--- src/mem_op_pkg.sv ---
`default_nettype none

package mem_op_pkg;

	// data and address width
	parameter int XLEN = 32;
	parameter int ROB_ID_BITS = 5;

	typedef logic [ROB_ID_BITS-1:0] rob_id_t;

	// access size of a load or store
	typedef enum logic [1:0] {
		BYTE = 2'h0,
		HALF = 2'h1,
		WORD = 2'h2
	} mem_size_t;

	// one memory op leaving dispatch in program order
	typedef struct packed {
		logic      valid;
		logic      is_store;
		rob_id_t   rob_id;
		mem_size_t size;
		logic      is_signed;
	} dispatch_t;

	// load finished in execute, mem_data is the raw value read from memory
	typedef struct packed {
		logic            valid;
		rob_id_t         rob_id;
		logic [XLEN-1:0] addr;
		logic [XLEN-1:0] mem_data;
	} exec_load_t;

	// store address and data resolved in execute
	typedef struct packed {
		logic            valid;
		rob_id_t         rob_id;
		logic [XLEN-1:0] addr;
		logic [XLEN-1:0] data;
	} exec_store_t;

	// extended load value back to the core
	typedef struct packed {
		logic            valid;
		rob_id_t         rob_id;
		logic [XLEN-1:0] data;
		logic            forwarded;
	} load_result_t;

	// retiring store toward the data cache
	typedef struct packed {
		logic            valid;
		logic [XLEN-1:0] addr;
		logic [XLEN-1:0] data;
		mem_size_t       size;
	} store_commit_t;

endpackage

`default_nettype wire

--- src/lsq_pkg.sv ---
`default_nettype none

package lsq_pkg;

	// widest ring pointer, 4 index bits for depth 16 plus the wrap bit
	parameter int PTR_BITS = 5;

	// shallower queues zero-extend their pointers into this type
	typedef logic [PTR_BITS-1:0] qptr_t;

	// load row
	// store_tail marks the first store younger than this load
	typedef struct packed {
		mem_op_pkg::mem_size_t             size;
		logic                              is_signed;
		logic [mem_op_pkg::XLEN-1:0]       addr;
		logic [mem_op_pkg::XLEN-1:0]       mem_data;
		qptr_t                             store_tail;
	} lq_entry_t;

	// store row
	typedef struct packed {
		mem_op_pkg::mem_size_t             size;
		logic [mem_op_pkg::XLEN-1:0]       addr;
		logic [mem_op_pkg::XLEN-1:0]       data;
	} sq_entry_t;

endpackage

`default_nettype wire

--- src/queue_pointers.sv ---
`timescale 1ns/100ps
`default_nettype none

module queue_pointers #(
	parameter int DEPTH = 8
) (
	input  wire logic                   clock,
	input  wire logic                   reset,
	input  wire logic                   push,
	input  wire logic                   pop,
	output lsq_pkg::qptr_t              head,
	output lsq_pkg::qptr_t              tail,
	output logic [lsq_pkg::PTR_BITS-1:0] free,
	output logic                        full,
	output logic                        empty
);
	import lsq_pkg::*;

	// index bits, the extra top bit is the wrap bit
	localparam int IDX = $clog2(DEPTH);

	logic [IDX:0] head_q;
	logic [IDX:0] tail_q;
	logic [IDX:0] count;

	// occupancy from the wrap-bit distance
	assign count = tail_q - head_q;
	// head == tail with differing wrap bits means full
	assign full  = (count == (IDX+1)'(DEPTH));
	assign empty = (count == '0);
	assign free  = PTR_BITS'(DEPTH) - PTR_BITS'(count);

	// upper pointer bits stay zero for shallow queues
	assign head = qptr_t'(head_q);
	assign tail = qptr_t'(tail_q);

	always_ff @(posedge clock) begin
		if (reset) begin
			head_q <= '0;
			tail_q <= '0;
		end else begin
			// push into a full ring is dropped
			if (push && !full) begin
				tail_q <= tail_q + 1'b1;
			end
			// pop from an empty ring is dropped
			if (pop && !empty) begin
				head_q <= head_q + 1'b1;
			end
		end
	end

endmodule

`default_nettype wire

--- src/queue_rows.sv ---
`timescale 1ns/100ps
`default_nettype none

module queue_rows #(
	parameter int  DEPTH     = 8,
	parameter type row_t     = logic [7:0],
	// set bits survive completion, the rest come from done_row
	parameter row_t KEEP_MASK = '0
) (
	input  wire logic                            clock,
	input  wire logic                            reset,
	input  wire logic                            alloc,
	input  wire mem_op_pkg::rob_id_t             alloc_rob_id,
	input  wire row_t                            alloc_row,
	input  wire lsq_pkg::qptr_t                  tail,
	input  wire lsq_pkg::qptr_t                  head,
	input  wire logic                            done,
	input  wire mem_op_pkg::rob_id_t             done_rob_id,
	input  wire row_t                            done_row,
	input  wire logic                            retire,
	output row_t [DEPTH-1:0]                     rows,
	output mem_op_pkg::rob_id_t [DEPTH-1:0]      row_rob_ids,
	output logic [DEPTH-1:0]                     row_valid,
	output logic [DEPTH-1:0]                     row_complete,
	output row_t                                 head_row
);
	import mem_op_pkg::*;

	localparam int IDX = $clog2(DEPTH);

	row_t [DEPTH-1:0]    row_q;
	rob_id_t [DEPTH-1:0] rob_q;
	logic [DEPTH-1:0]    valid_q;
	logic [DEPTH-1:0]    complete_q;
	logic [DEPTH-1:0]    done_hit;
	logic [IDX-1:0]      tail_idx;
	logic [IDX-1:0]      head_idx;

	// drop the wrap bit to get the row index
	assign tail_idx = tail[IDX-1:0];
	assign head_idx = head[IDX-1:0];

	////////////////////////////////////////
	// completion lookup by rob id
	////////////////////////////////////////

	always_comb begin
		for (int i = 0; i < DEPTH; i++) begin
			done_hit[i] = done && valid_q[i] && (rob_q[i] == done_rob_id);
		end
	end

	////////////////////////////////////////
	// row payload
	////////////////////////////////////////

	always_ff @(posedge clock) begin
		for (int i = 0; i < DEPTH; i++) begin
			if (alloc && (tail_idx == IDX'(i))) begin
				row_q[i] <= alloc_row;
				rob_q[i] <= alloc_rob_id;
			end else if (done_hit[i]) begin
				// merge the completion into the dispatched fields
				row_q[i] <= row_t'((row_q[i] & KEEP_MASK) | (done_row & ~KEEP_MASK));
			end
		end
	end

	////////////////////////////////////////
	// valid and complete flags
	////////////////////////////////////////

	always_ff @(posedge clock) begin
		if (reset) begin
			valid_q    <= '0;
			complete_q <= '0;
		end else begin
			for (int i = 0; i < DEPTH; i++) begin
				if (alloc && (tail_idx == IDX'(i))) begin
					valid_q[i]    <= 1'b1;
					complete_q[i] <= 1'b0;
				end else if (retire && (head_idx == IDX'(i))) begin
					// head row leaves the queue
					valid_q[i]    <= 1'b0;
					complete_q[i] <= 1'b0;
				end else if (done_hit[i]) begin
					complete_q[i] <= 1'b1;
				end
			end
		end
	end

	assign rows         = row_q;
	assign row_rob_ids  = rob_q;
	assign row_valid    = valid_q;
	assign row_complete = complete_q;
	// oldest row, read in the same cycle as retire
	assign head_row     = row_q[head_idx];

endmodule

`default_nettype wire

--- src/load_result.sv ---
`timescale 1ns/100ps
`default_nettype none

module load_result #(
	parameter int LQ_DEPTH = 8,
	parameter int SQ_DEPTH = 4
) (
	input  wire logic                               clock,
	input  wire logic                               reset,
	input  wire mem_op_pkg::exec_load_t             load_done,
	input  wire lsq_pkg::lq_entry_t [LQ_DEPTH-1:0]  load_rows,
	input  wire mem_op_pkg::rob_id_t [LQ_DEPTH-1:0] lq_rob_ids,
	input  wire logic [LQ_DEPTH-1:0]                lq_valid,
	input  wire lsq_pkg::sq_entry_t [SQ_DEPTH-1:0]  store_rows,
	input  wire logic [SQ_DEPTH-1:0]                sq_complete,
	input  wire lsq_pkg::qptr_t                     sq_head,
	output mem_op_pkg::load_result_t                result
);
	import mem_op_pkg::*;
	import lsq_pkg::*;

	localparam int SQ_IDX = $clog2(SQ_DEPTH);

	lq_entry_t       ld_row;
	logic            ld_hit;
	logic [SQ_IDX:0] older_cnt;
	logic [SQ_IDX:0] ring_pos;
	logic            fwd_hit;
	logic [XLEN-1:0] fwd_data;
	logic [XLEN-1:0] raw_data;
	logic [XLEN-1:0] ext_data;

	logic            result_valid_q;
	rob_id_t         result_rob_q;
	logic [XLEN-1:0] result_data_q;
	logic            result_fwd_q;

	// find the load row of the completing load
	always_comb begin
		ld_row = load_rows[0];
		ld_hit = 1'b0;
		for (int i = 0; i < LQ_DEPTH; i++) begin
			if (lq_valid[i] && (lq_rob_ids[i] == load_done.rob_id)) begin
				ld_row = load_rows[i];
				ld_hit = 1'b1;
			end
		end
	end

	////////////////////////////////////////
	// store to load forwarding
	////////////////////////////////////////

	always_comb begin
		// stores older than the load sit between sq head and store_tail
		older_cnt = ld_row.store_tail[SQ_IDX:0] - sq_head[SQ_IDX:0];
		ring_pos  = '0;
		fwd_hit   = 1'b0;
		fwd_data  = '0;
		// walk oldest first so the youngest match wins
		for (int k = 0; k < SQ_DEPTH; k++) begin
			ring_pos = sq_head[SQ_IDX:0] + (SQ_IDX+1)'(k);
			if (((SQ_IDX+1)'(k) < older_cnt)
					&& sq_complete[ring_pos[SQ_IDX-1:0]]
					&& (store_rows[ring_pos[SQ_IDX-1:0]].addr == load_done.addr)
					&& (store_rows[ring_pos[SQ_IDX-1:0]].size == ld_row.size)) begin
				fwd_hit  = 1'b1;
				fwd_data = store_rows[ring_pos[SQ_IDX-1:0]].data;
			end
		end
	end

	// sign or zero extension for byte and half loads
	always_comb begin
		raw_data = fwd_hit ? fwd_data : load_done.mem_data;
		case (ld_row.size)
			BYTE: ext_data = {{(XLEN-8){ld_row.is_signed & raw_data[7]}}, raw_data[7:0]};
			HALF: ext_data = {{(XLEN-16){ld_row.is_signed & raw_data[15]}}, raw_data[15:0]};
			default: ext_data = raw_data;
		endcase
	end

	////////////////////////////////////////
	// result register
	////////////////////////////////////////

	always_ff @(posedge clock) begin
		if (reset) begin
			result_valid_q <= 1'b0;
		end else begin
			// unknown rob id gives no result
			result_valid_q <= load_done.valid && ld_hit;
		end
	end

	always_ff @(posedge clock) begin
		result_rob_q  <= load_done.rob_id;
		result_data_q <= ext_data;
		result_fwd_q  <= fwd_hit;
	end

	assign result = '{
		valid:     result_valid_q,
		rob_id:    result_rob_q,
		data:      result_data_q,
		forwarded: result_fwd_q
	};

endmodule

`default_nettype wire

--- src/lsq_top.sv ---
`timescale 1ns/100ps
`default_nettype none

module lsq_top #(
	parameter int LQ_DEPTH = 8,
	parameter int SQ_DEPTH = 4
) (
	input  wire logic                     clock,
	input  wire logic                     reset,
	input  wire mem_op_pkg::dispatch_t    dispatch,
	input  wire mem_op_pkg::exec_load_t   load_done,
	input  wire mem_op_pkg::exec_store_t  store_done,
	input  wire logic                     retire_load,
	input  wire logic                     retire_store,
	output mem_op_pkg::load_result_t      load_result,
	output mem_op_pkg::store_commit_t     store_commit,
	output logic [lsq_pkg::PTR_BITS-1:0]  lq_free,
	output logic [lsq_pkg::PTR_BITS-1:0]  sq_free
);
	import mem_op_pkg::*;
	import lsq_pkg::*;

	// size, sign flag and store_tail come from dispatch and survive completion
	localparam lq_entry_t LQ_KEEP = '{
		size:       mem_size_t'(2'b11),
		is_signed:  1'b1,
		addr:       '0,
		mem_data:   '0,
		store_tail: '1
	};
	// store size is only known at dispatch
	localparam sq_entry_t SQ_KEEP = '{
		size: mem_size_t'(2'b11),
		addr: '0,
		data: '0
	};

	logic                      lq_push;
	logic                      sq_push;
	qptr_t                     lq_head;
	qptr_t                     lq_tail;
	qptr_t                     sq_head;
	qptr_t                     sq_tail;
	logic                      lq_full;
	logic                      lq_empty;
	logic                      sq_full;
	logic                      sq_empty;
	logic                      lq_alloc;
	logic                      sq_alloc;
	logic                      lq_retire;
	logic                      sq_retire;
	lq_entry_t                 lq_alloc_row;
	lq_entry_t                 lq_done_row;
	sq_entry_t                 sq_alloc_row;
	sq_entry_t                 sq_done_row;
	lq_entry_t [LQ_DEPTH-1:0]  lq_rows;
	rob_id_t [LQ_DEPTH-1:0]    lq_rob_ids;
	logic [LQ_DEPTH-1:0]       lq_valid;
	sq_entry_t [SQ_DEPTH-1:0]  sq_rows;
	logic [SQ_DEPTH-1:0]       sq_complete;
	sq_entry_t                 sq_head_row;

	////////////////////////////////////////
	// dispatch and retire steering
	////////////////////////////////////////

	assign lq_push   = dispatch.valid && !dispatch.is_store;
	assign sq_push   = dispatch.valid && dispatch.is_store;
	// rows follow the pointers, so full and empty gate them the same way
	assign lq_alloc  = lq_push && !lq_full;
	assign sq_alloc  = sq_push && !sq_full;
	assign lq_retire = retire_load && !lq_empty;
	assign sq_retire = retire_store && !sq_empty;

	// a new load remembers where the store ring ends
	assign lq_alloc_row = '{
		size:       dispatch.size,
		is_signed:  dispatch.is_signed,
		addr:       '0,
		mem_data:   '0,
		store_tail: sq_tail
	};
	assign lq_done_row = '{
		size:       BYTE,
		is_signed:  1'b0,
		addr:       load_done.addr,
		mem_data:   load_done.mem_data,
		store_tail: '0
	};
	assign sq_alloc_row = '{size: dispatch.size, addr: '0, data: '0};
	assign sq_done_row  = '{size: BYTE, addr: store_done.addr, data: store_done.data};

	////////////////////////////////////////
	// load queue
	////////////////////////////////////////

	queue_pointers #(
		.DEPTH (LQ_DEPTH)
	) lq_ptr_i (
		.clock (clock),
		.reset (reset),
		.push  (lq_push),
		.pop   (retire_load),
		.head  (lq_head),
		.tail  (lq_tail),
		.free  (lq_free),
		.full  (lq_full),
		.empty (lq_empty)
	);

	queue_rows #(
		.DEPTH     (LQ_DEPTH),
		.row_t     (lq_entry_t),
		.KEEP_MASK (LQ_KEEP)
	) lq_rows_i (
		.clock        (clock),
		.reset        (reset),
		.alloc        (lq_alloc),
		.alloc_rob_id (dispatch.rob_id),
		.alloc_row    (lq_alloc_row),
		.tail         (lq_tail),
		.head         (lq_head),
		.done         (load_done.valid),
		.done_rob_id  (load_done.rob_id),
		.done_row     (lq_done_row),
		.retire       (lq_retire),
		.rows         (lq_rows),
		.row_rob_ids  (lq_rob_ids),
		.row_valid    (lq_valid),
		.row_complete (),
		.head_row     ()
	);

	////////////////////////////////////////
	// store queue
	////////////////////////////////////////

	queue_pointers #(
		.DEPTH (SQ_DEPTH)
	) sq_ptr_i (
		.clock (clock),
		.reset (reset),
		.push  (sq_push),
		.pop   (retire_store),
		.head  (sq_head),
		.tail  (sq_tail),
		.free  (sq_free),
		.full  (sq_full),
		.empty (sq_empty)
	);

	queue_rows #(
		.DEPTH     (SQ_DEPTH),
		.row_t     (sq_entry_t),
		.KEEP_MASK (SQ_KEEP)
	) sq_rows_i (
		.clock        (clock),
		.reset        (reset),
		.alloc        (sq_alloc),
		.alloc_rob_id (dispatch.rob_id),
		.alloc_row    (sq_alloc_row),
		.tail         (sq_tail),
		.head         (sq_head),
		.done         (store_done.valid),
		.done_rob_id  (store_done.rob_id),
		.done_row     (sq_done_row),
		.retire       (sq_retire),
		.rows         (sq_rows),
		.row_rob_ids  (),
		.row_valid    (),
		.row_complete (sq_complete),
		.head_row     (sq_head_row)
	);

	// oldest store goes out combinationally with retire_store
	assign store_commit = '{
		valid: sq_retire,
		addr:  sq_head_row.addr,
		data:  sq_head_row.data,
		size:  sq_head_row.size
	};

	load_result #(
		.LQ_DEPTH (LQ_DEPTH),
		.SQ_DEPTH (SQ_DEPTH)
	) load_result_i (
		.clock       (clock),
		.reset       (reset),
		.load_done   (load_done),
		.load_rows   (lq_rows),
		.lq_rob_ids  (lq_rob_ids),
		.lq_valid    (lq_valid),
		.store_rows  (sq_rows),
		.sq_complete (sq_complete),
		.sq_head     (sq_head),
		.result      (load_result)
	);

endmodule

`default_nettype wire

--- config.mk ---
export PLATFORM = sky130hd
export DESIGN_NAME = lsq_top
export DESIGN_NICKNAME = d
export VERILOG_FILES = /design/src/mem_op_pkg.sv /design/src/lsq_pkg.sv /design/src/queue_pointers.sv /design/src/queue_rows.sv /design/src/load_result.sv /design/src/lsq_top.sv
export SDC_FILE = /design/constraint.sdc
export NUM_CORES = 1
export LEC_CHECK = 0
export ABC_AREA = 1
export BUFFER_PORTS_ARGS = -buffer_cell sky130_fd_sc_hd__buf_2
export CAP_MARGIN = 30
export CELL_PAD_IN_SITES_DETAIL_PLACEMENT = 1
export CELL_PAD_IN_SITES_GLOBAL_PLACEMENT = 2
export CORE_ASPECT_RATIO = 0.6
export CORE_MARGIN = 2
export CORE_UTILIZATION = 36
export CTS_CLUSTER_SIZE = 24
export DETAILED_ROUTE_END_ITERATION = 16
export GPL_ROUTABILITY_DRIVEN = 0
export PLACE_DENSITY_LB_ADDON = 0.15
export SYNTH_ARGS = -nofsm -noshare
export SYNTH_HDL_FRONTEND = slang
export SYNTH_SLANG_ARGS = --single-unit
--- constraint.sdc ---
create_clock -name clock -period 10.1 [get_ports clock]
set_input_delay 0.505 -clock clock [delete_from_list [all_inputs] [get_ports clock]]
set_output_delay 0.505 -clock clock [all_outputs]
set_load 0.01 [all_outputs]
== After elaboration in Yosys (flattened, before gate mapping) ==
Index checks and enable logic that the tools add are counted.

* Output and inout port bits: 116
* Logic and storage cells: 376
* Bits in registers: 969
* Bits of input ports: 154

* Magnitude comparators: 8
* Bitwise logic cells: 14
* $add $sub $neg: 11
* Mux-type cells: 89
* Reductions and logical operators: 115
* Eq/ne operators: 43

{| class="wikitable"
|+ Operators by type and width
! cell !! number
|-
| $mux 72 || 23
|-
| $mux 66 || 12
|-
| $or 72x69->72 || 8
|-
| $bmux 66 s2 || 4
|-
| $or 66x64->66 || 4
|-
| $mux 32 || 5
|-
| $eq 32x32->1 || 4
|-
| $logic_and 1x1->1 || 75
|-
| $pmux 32 s2 || 1
|-
| $eq 5x5->1 || 12
|-
| $reduce_bool 2->1 || 24
|-
| $mux 1 || 40
|-
| $eq 3x3->1 const B || 9
|-
| $eq 3x2->1 const B || 4
|-
| $lt 2x3->1 const B || 4
|-
| $reduce_or 3->1 || 4
|-
| $logic_not 3->1 || 3
|-
| $add 4x1->4 const B || 2
|-
| $bmux 1 s2 || 4
|-
| $eq 2x2->1 || 4
|-
| $eq 2x2->1 const B || 4
|-
| $add 3x1->3 const B || 2
|-
| $eq 2x1->1 const B || 3
|-
| $eq 3x1->1 const B || 2
|-
| other kinds (12) || 23
|}

== Logic depth before layout (Yosys ltp) ==
* Depth in word-level cells: 21
* Depth in mapped cells: 33
* Depth with buffers taken out: 31

== By module ==
A second synthesis with hierarchy kept.

* Cells, all modules: 7449
* Area total of the unflattened synthesis: 57331.2 um^2

{| class="wikitable"
|+ Modules (own cells, without submodules)
! module !! cells each !! area an instance (um^2) !! sequential area each (um^2) !! times used
|-
| queue_rows at lq_rows_i || 3308 || 30556.8 || 18818.0 || 1
|-
| queue_rows at sq_rows_i || 1344 || 13520.5 || 8688.3 || 1
|-
| load_result || 2615 || 12034.0 || 780.7 || 1
|-
| queue_pointers at lq_ptr_i || 101 || 696.9 || 160.2 || 1
|-
| queue_pointers at sq_ptr_i || 68 || 467.9 || 120.1 || 1
|-
| lsq_top || 13 || 55.1 || 0.0 || 1
|}

== Least setup slack after synthesis ==
OpenSTA, ideal clock, no wires.

* Kind: register to register
* Start point: register sq_ptr_i.head_q[1]
* End point: register load_result_i.result_data_q[20]
* Data required time: 9986 ps
* Path buffers: 7
* Setup time: 114 ps
* Path slack: 5935 ps
* Period minus slack after synthesis: 4165 ps
* Stages on the path, launching flop included: 30
* Arrival: 4051 ps
* Cell sequence: dfxtp_1 inv_2 clkbuf_1 clkbuf_1 clkbuf_1 clkbuf_1 ha_1 buf_2 inv_2 clkbuf_1 o211ai_1 nand3_1 nand2_1 nor2_1 nand2_1 nor2_1 nand3_1 nor2_1 nand3_1 nor2_2 nand2_4 nand2_4 nor2_8 nor2_4 nand2_1 nand3_2 nand2_2 nand2_4 buf_8 nand2_2

* Cells in the longest elaborated chain, start to end: 12
* Elaborated cells between the ends (all ways): 56
* Classes of those cells: 4 x add/sub; 4 x order compare; 8 x eq/ne; 26 x mux; 2 x bitwise; 12 x reduce/logical

{| class="wikitable"
|+ RTL lines
! item !! line !! source
|-
| from (decl) || queue_pointers.sv:22 || <nowiki>logic [IDX:0] head_q;</nowiki>
|-
| from (signal assigned) || queue_pointers.sv:48 || <nowiki>head_q <= head_q + 1'b1;</nowiki>
|-
| $add 3x1->3 (tied with other cells) || load_result.sv:62 || <nowiki>ring_pos = sq_head[SQ_IDX:0] + (SQ_IDX+1)'(k);</nowiki>
|-
| $bmux 66 s2 (tied with other cells) || load_result.sv:65, load_result.sv:66, load_result.sv:68 ||
|-
| $mux 66 (implied by the code) (tied with other cells) || load_result.sv:66 || <nowiki>&& (store_rows[ring_pos[SQ_IDX-1:0]].size == ld_row.size)) begin</nowiki>
|-
| $eq 32x32->1 (tied with other cells) || load_result.sv:65 || <nowiki>&& (store_rows[ring_pos[SQ_IDX-1:0]].addr == load_done.addr)</nowiki>
|-
| $logic_and 1x1->1 (on tied branches) || load_result.sv:65, load_result.sv:66 ||
|-
| $logic_and 1x1->1 (tied with other cells) || load_result.sv:66 ||
|-
| $mux 32 or $mux 1 (tied branches) (3 in series) || load_result.sv:63 || <nowiki>if (((SQ_IDX+1)'(k) < older_cnt)</nowiki>
|-
| $mux 32 (*) || load_result.sv:75 || <nowiki>raw_data = fwd_hit ? fwd_data : load_done.mem_data;</nowiki>
|-
| $and 1x1->1 (on tied branches) || load_result.sv:78, load_result.sv:77 ||
|-
| $pmux 32 s2 (*) || load_result.sv:76 || <nowiki>case (ld_row.size)</nowiki>
|-
| via load_result_i.ext_data[20] || load_result.sv:31 || <nowiki>logic [XLEN-1:0] ext_data;</nowiki>
|-
| to (signal assigned) || load_result.sv:98 || <nowiki>result_data_q <= ext_data;</nowiki>
|-
| to (decl) || load_result.sv:35 || <nowiki>logic [XLEN-1:0] result_data_q;</nowiki>
|}

The timed path passes the listed nets; every way through them passes the cells marked *. The select of a mux whose other input is x is not followed.
A chain may end at the register's enable or synchronous reset.

== Final worst setup path ==
* Start point: register sq_ptr_i.head_q[0]
* End point: register load_result_i.result_data_q[22]

The elaborated chain is that of the path after synthesis.

==> flow_metrics.tcl <==
set metrics [dict create \
    outcome "completed" \
    hold_path.class "primary input to flop" \
    grt_overflow_total 0 \
    cp_slowest_cell "buf_4" \
    ys.warnings.count 0 \
    crit_required_ns 10.68 \
    grt_pass1_wl_um 161400 \
    p_sw_mw 4.199 \
    combinationalPowerShare_pct 49.8 \
    max_freq_mhz 162.3 \
    clock_power_share_pct 21.9 \
    cpMostUsedCell "nor2_1" \
    drv_cap 0 \
    initial_core_util_pct 36.40 \
    numCtsBuffers 48 \
    ff2ff_setup_slack_ns 3.94 \
    reg2reg_depth 19 \
    avgSynthCellArea_sq_um 6.617 \
    die-area_sq_um 76790 \
    min_to "load_result_i.result_rob_q[0]" \
    fin_nets 4344 \
    drive_gt1_share_pct 11.67 \
    via_per_inst 5.160 \
    wl_per_cell_um 20.61 \
    wl_um 106900 \
    path_cells "buf_12 -> buf_4 -> o21ai_1 -> o21ai_0 -> xor2_1 -> nor3_1 -> nand3_1 -> nor2_1 -> nand3_1 -> inv_2 -> nand3_2 -> buf_4 -> nand2_2 -> nor2_8 -> inv_2 -> nor2_1 -> nor2_1 -> nand2_1 -> nand2_2" \
    cts-root-buf "clkbuf_16" \
    synth_top_area_share_pct 24.25 \
    layout_common_cells "1159 x nand2_1, 578 x o21ai_0, 448 x inv_1, 323 x dfxtp_1, 310 x a21oi_1" \
    grt_max_degree 194 \
    postCtsHoldBufs 0 \
    ys.flop_type "dfxtp_1" \
    switching_share_pct 47.42 \
    hold_viol 0 \
    p_int_mw 4.656 \
    hold_start "load_done[64]" \
    arrival_ns 6.74 \
    slew_viol_final 0 \
    clk_latency_ns 0.66 \
    io-pin-count 270 \
    r2r_start "sq_ptr_i.head_q[0]" \
    cts_setup_buffers 0 \
    hold_depth 1 \
    cts_tree "built" \
    vias 26770 \
    whs_ns 0.04973 \
    ir_drop_mv 0.1385 \
    cp_max_fo 193 \
    tns_ns 0 \
    endpoint_kind "flop" \
    grtUsageTotal_pct 27.35 \
    synth_cell_types 57 \
    clk_path_buf_depth 3 \
    synth_cells 4054 \
    fin_crit_sh_pct 61.02 \
    seq_area_frac_synth_pct 37.24 \
    finClkSkew_ns 0.02956 \
    relSlewSlack_pct 30.81 \
    slowest_delay_ns 0.88 \
    die_h_um 215.4 \
    setup_viol 0 \
    htree_levels 2 \
    cts_resized 0 \
    crit_type "flop to flop" \
    syn_area_sq_um 26830 \
    drc 0 \
    grt_antenna_before_repair 7 \
    clock_sinks 441 \
    synthArstFlopShare_pct 0 \
    syn_to_final_growth_pct 13.05 \
    worst_pin_slew_ns 1.038 \
    critPathLaunchType "flop" \
    power_mw 8.855 \
    seqPwrFrac_pct 28.2 \
    grt_pass1_vias 25430 \
    port_buffers 269 \
    postLayoutSetupSlackWorst_ns 3.937 \
    period_needed_ns 6.163 \
    grt_setup_unrepaired "no" \
    ys_top_cells_by_area "dfxtp_1 24%, nand2_1 16%, edfxtp_1 13%" \
    p_leak_nw 13.85 \
    dr.pass1.iters 7 \
    final_common_cell "nand2_1" \
    synth-seq-cells 441 \
    hpwlAfterDp_um 75250 \
    synth_edf_count 116 \
    dpl_worst_slack_ns 4.042 \
    syn-num-nets 4240 \
    yosysTopAreaCell "dfxtp_1" \
    r2r_end "load_result_i.result_data_q[22]" \
    postPlaceCellArea_sq_um 28560 \
    p_per_area_nw_per_um2 292.0 \
    clkTransAtPathRegs_ns 0.07 \
    core_area_sq_um 73700 \
    drt_iter0_drc 1763 \
    ant_nets 0 \
    chipWidth_um 356.4 \
    final_area_sq_um 30330 \
    std_cell_rows 77 \
]
worst max path at each step:
stage	from	endpoint	slack, ns
floorplan	sq_ptr_i.head_q[1]	load_result_i.result_data_q[20]	5.94
finish	sq_ptr_i.head_q[0]	load_result_i.result_data_q[22]	3.94
CTS	sq_ptr_i.head_q[1]	load_result_i.result_data_q[22]	4.02
global placement	sq_ptr_i.head_q[1]	load_result_i.result_data_q[23]	4.18
detailed placement	sq_ptr_i.head_q[1]	load_result_i.result_data_q[22]	4.04
global route	sq_ptr_i.head_q[0]	load_result_i.result_data_q[22]	3.47
critical path: cells and delay by family, from the launching register on:
family,cells,cell delay (ns)
buf+inv,5,2.47
xor+xnor,1,0.11
flops,1,0.67
simple gates,11,2.01
compound gates,2,0.50
power by group through the flow:
stage,Clock [mW],Sequential (mW),Combinational [mW]
2_1_floorplan,0,2.44,2.99
3_3_place_gp,0,2.52,4.29
3_5_place_dp,0,2.54,4.34
4_1_cts,1.98,2.50,4.36
5_1_grt,2.06,2.56,4.94
6_report,1.94,2.50,4.41
state kept, by name (all words and copies together) (netlist names):
| signal | cells |
|---|---|
| sq_ptr_i.tail_q | 3 |
| lq_rows_i.rows | 48 |
| load_result_i.result_rob_q | 5 |
| load_result_i.result_valid_q | 1 |
| sq_ptr_i.head_q | 3 |
| load_result_i.result_data_q | 32 |
| lq_rows_i.row_valid | 8 |
| sq_rows_i.rows | 264 |
| lq_ptr_i.tail_q | 4 |
| lq_rows_i.row_rob_ids | 40 |
| sq_rows_i.row_rob_ids | 20 |
| load_result_i.result_fwd_q | 1 |
| lq_ptr_i.head_q | 4 |
| sq_rows_i.row_complete | 4 |
| sq_rows_i.row_valid | 4 |
layer usage:
layer / vias up / GRT usage [%] / part of all wire, %
met5: - / 0 / 0.031
met4: 6 / 5.612 / 1.7
met3: 112 / 3.755 / 5.4
met2: 585 / 39.74 / 41
met1: 12680 / 42.49 / 52
li1: 13380 / - / -
layout make-up:
type | count | area, sq um
diodes | 2 | 5.005
clock buffers | 70 | 1395
clock inverters | 20 | 309.0
fillers | 9555 | 43380
inverters | 475 | 1794
multi-input cells | 2890 | 13880
flip-flops and latches | 441 | 9997
well taps | 987 | 1235
repair buffers | 302 | 1707
per-stage QoR:
stage / instances / utilization [%]
final: 5187 / 41.15
after global routing: 5187 / 41.15
after CTS: 5183 / 41.06
after detailed placement: 5093 / 38.75
after global placement: 5090 / 38.64
after floorplan: 4054 / -
logic make-up after synthesis:
kind of cell / after synthesis / share of synthesized area, %
muxes: 6 / 0.2239
and+or+nand+nor: 1666 / 25.54
buffers and inverters: 723 / 11.31
xor gates and xnor gates: 45 / 1.469
adders and majority gates: 32 / 1.577
DFF: 441 / 37.24
AOI/OAI and AO/OA: 1141 / 22.64
synth_stat cells (2+ instances only):
cell	number
nor2_2	6
nand3b_1	4
o21ai_0	578
o22ai_1	15
o21a_1	7
buf_2	40
clkinv_1	5
o21ai_2	12
or2_1	7
o221ai_1	3
nand2_1	1163
clkbuf_1	144
mux2i_1	6
a31oi_1	2
a2111oi_0	2
edfxtp_1	116
a221oi_1	6
a21oi_1	310
nor2_8	3
xor2_1	41
nor2_1	251
nand4_1	11
inv_2	19
nand3_2	8
a211oi_1	4
nand2_4	7
inv_4	2
buf_4	13
buf_1	23
inv_1	448
dfxtp_1	325
nand2_2	24
o21ai_1	113
o211ai_1	83
nor2_4	4
nand4_2	2
nor3_1	17
xnor2_1	4
ha_1	29
fa_1	3
nand3_1	145
buf_6	27
or2_2	8
Power figures use the tool's default switching activity.
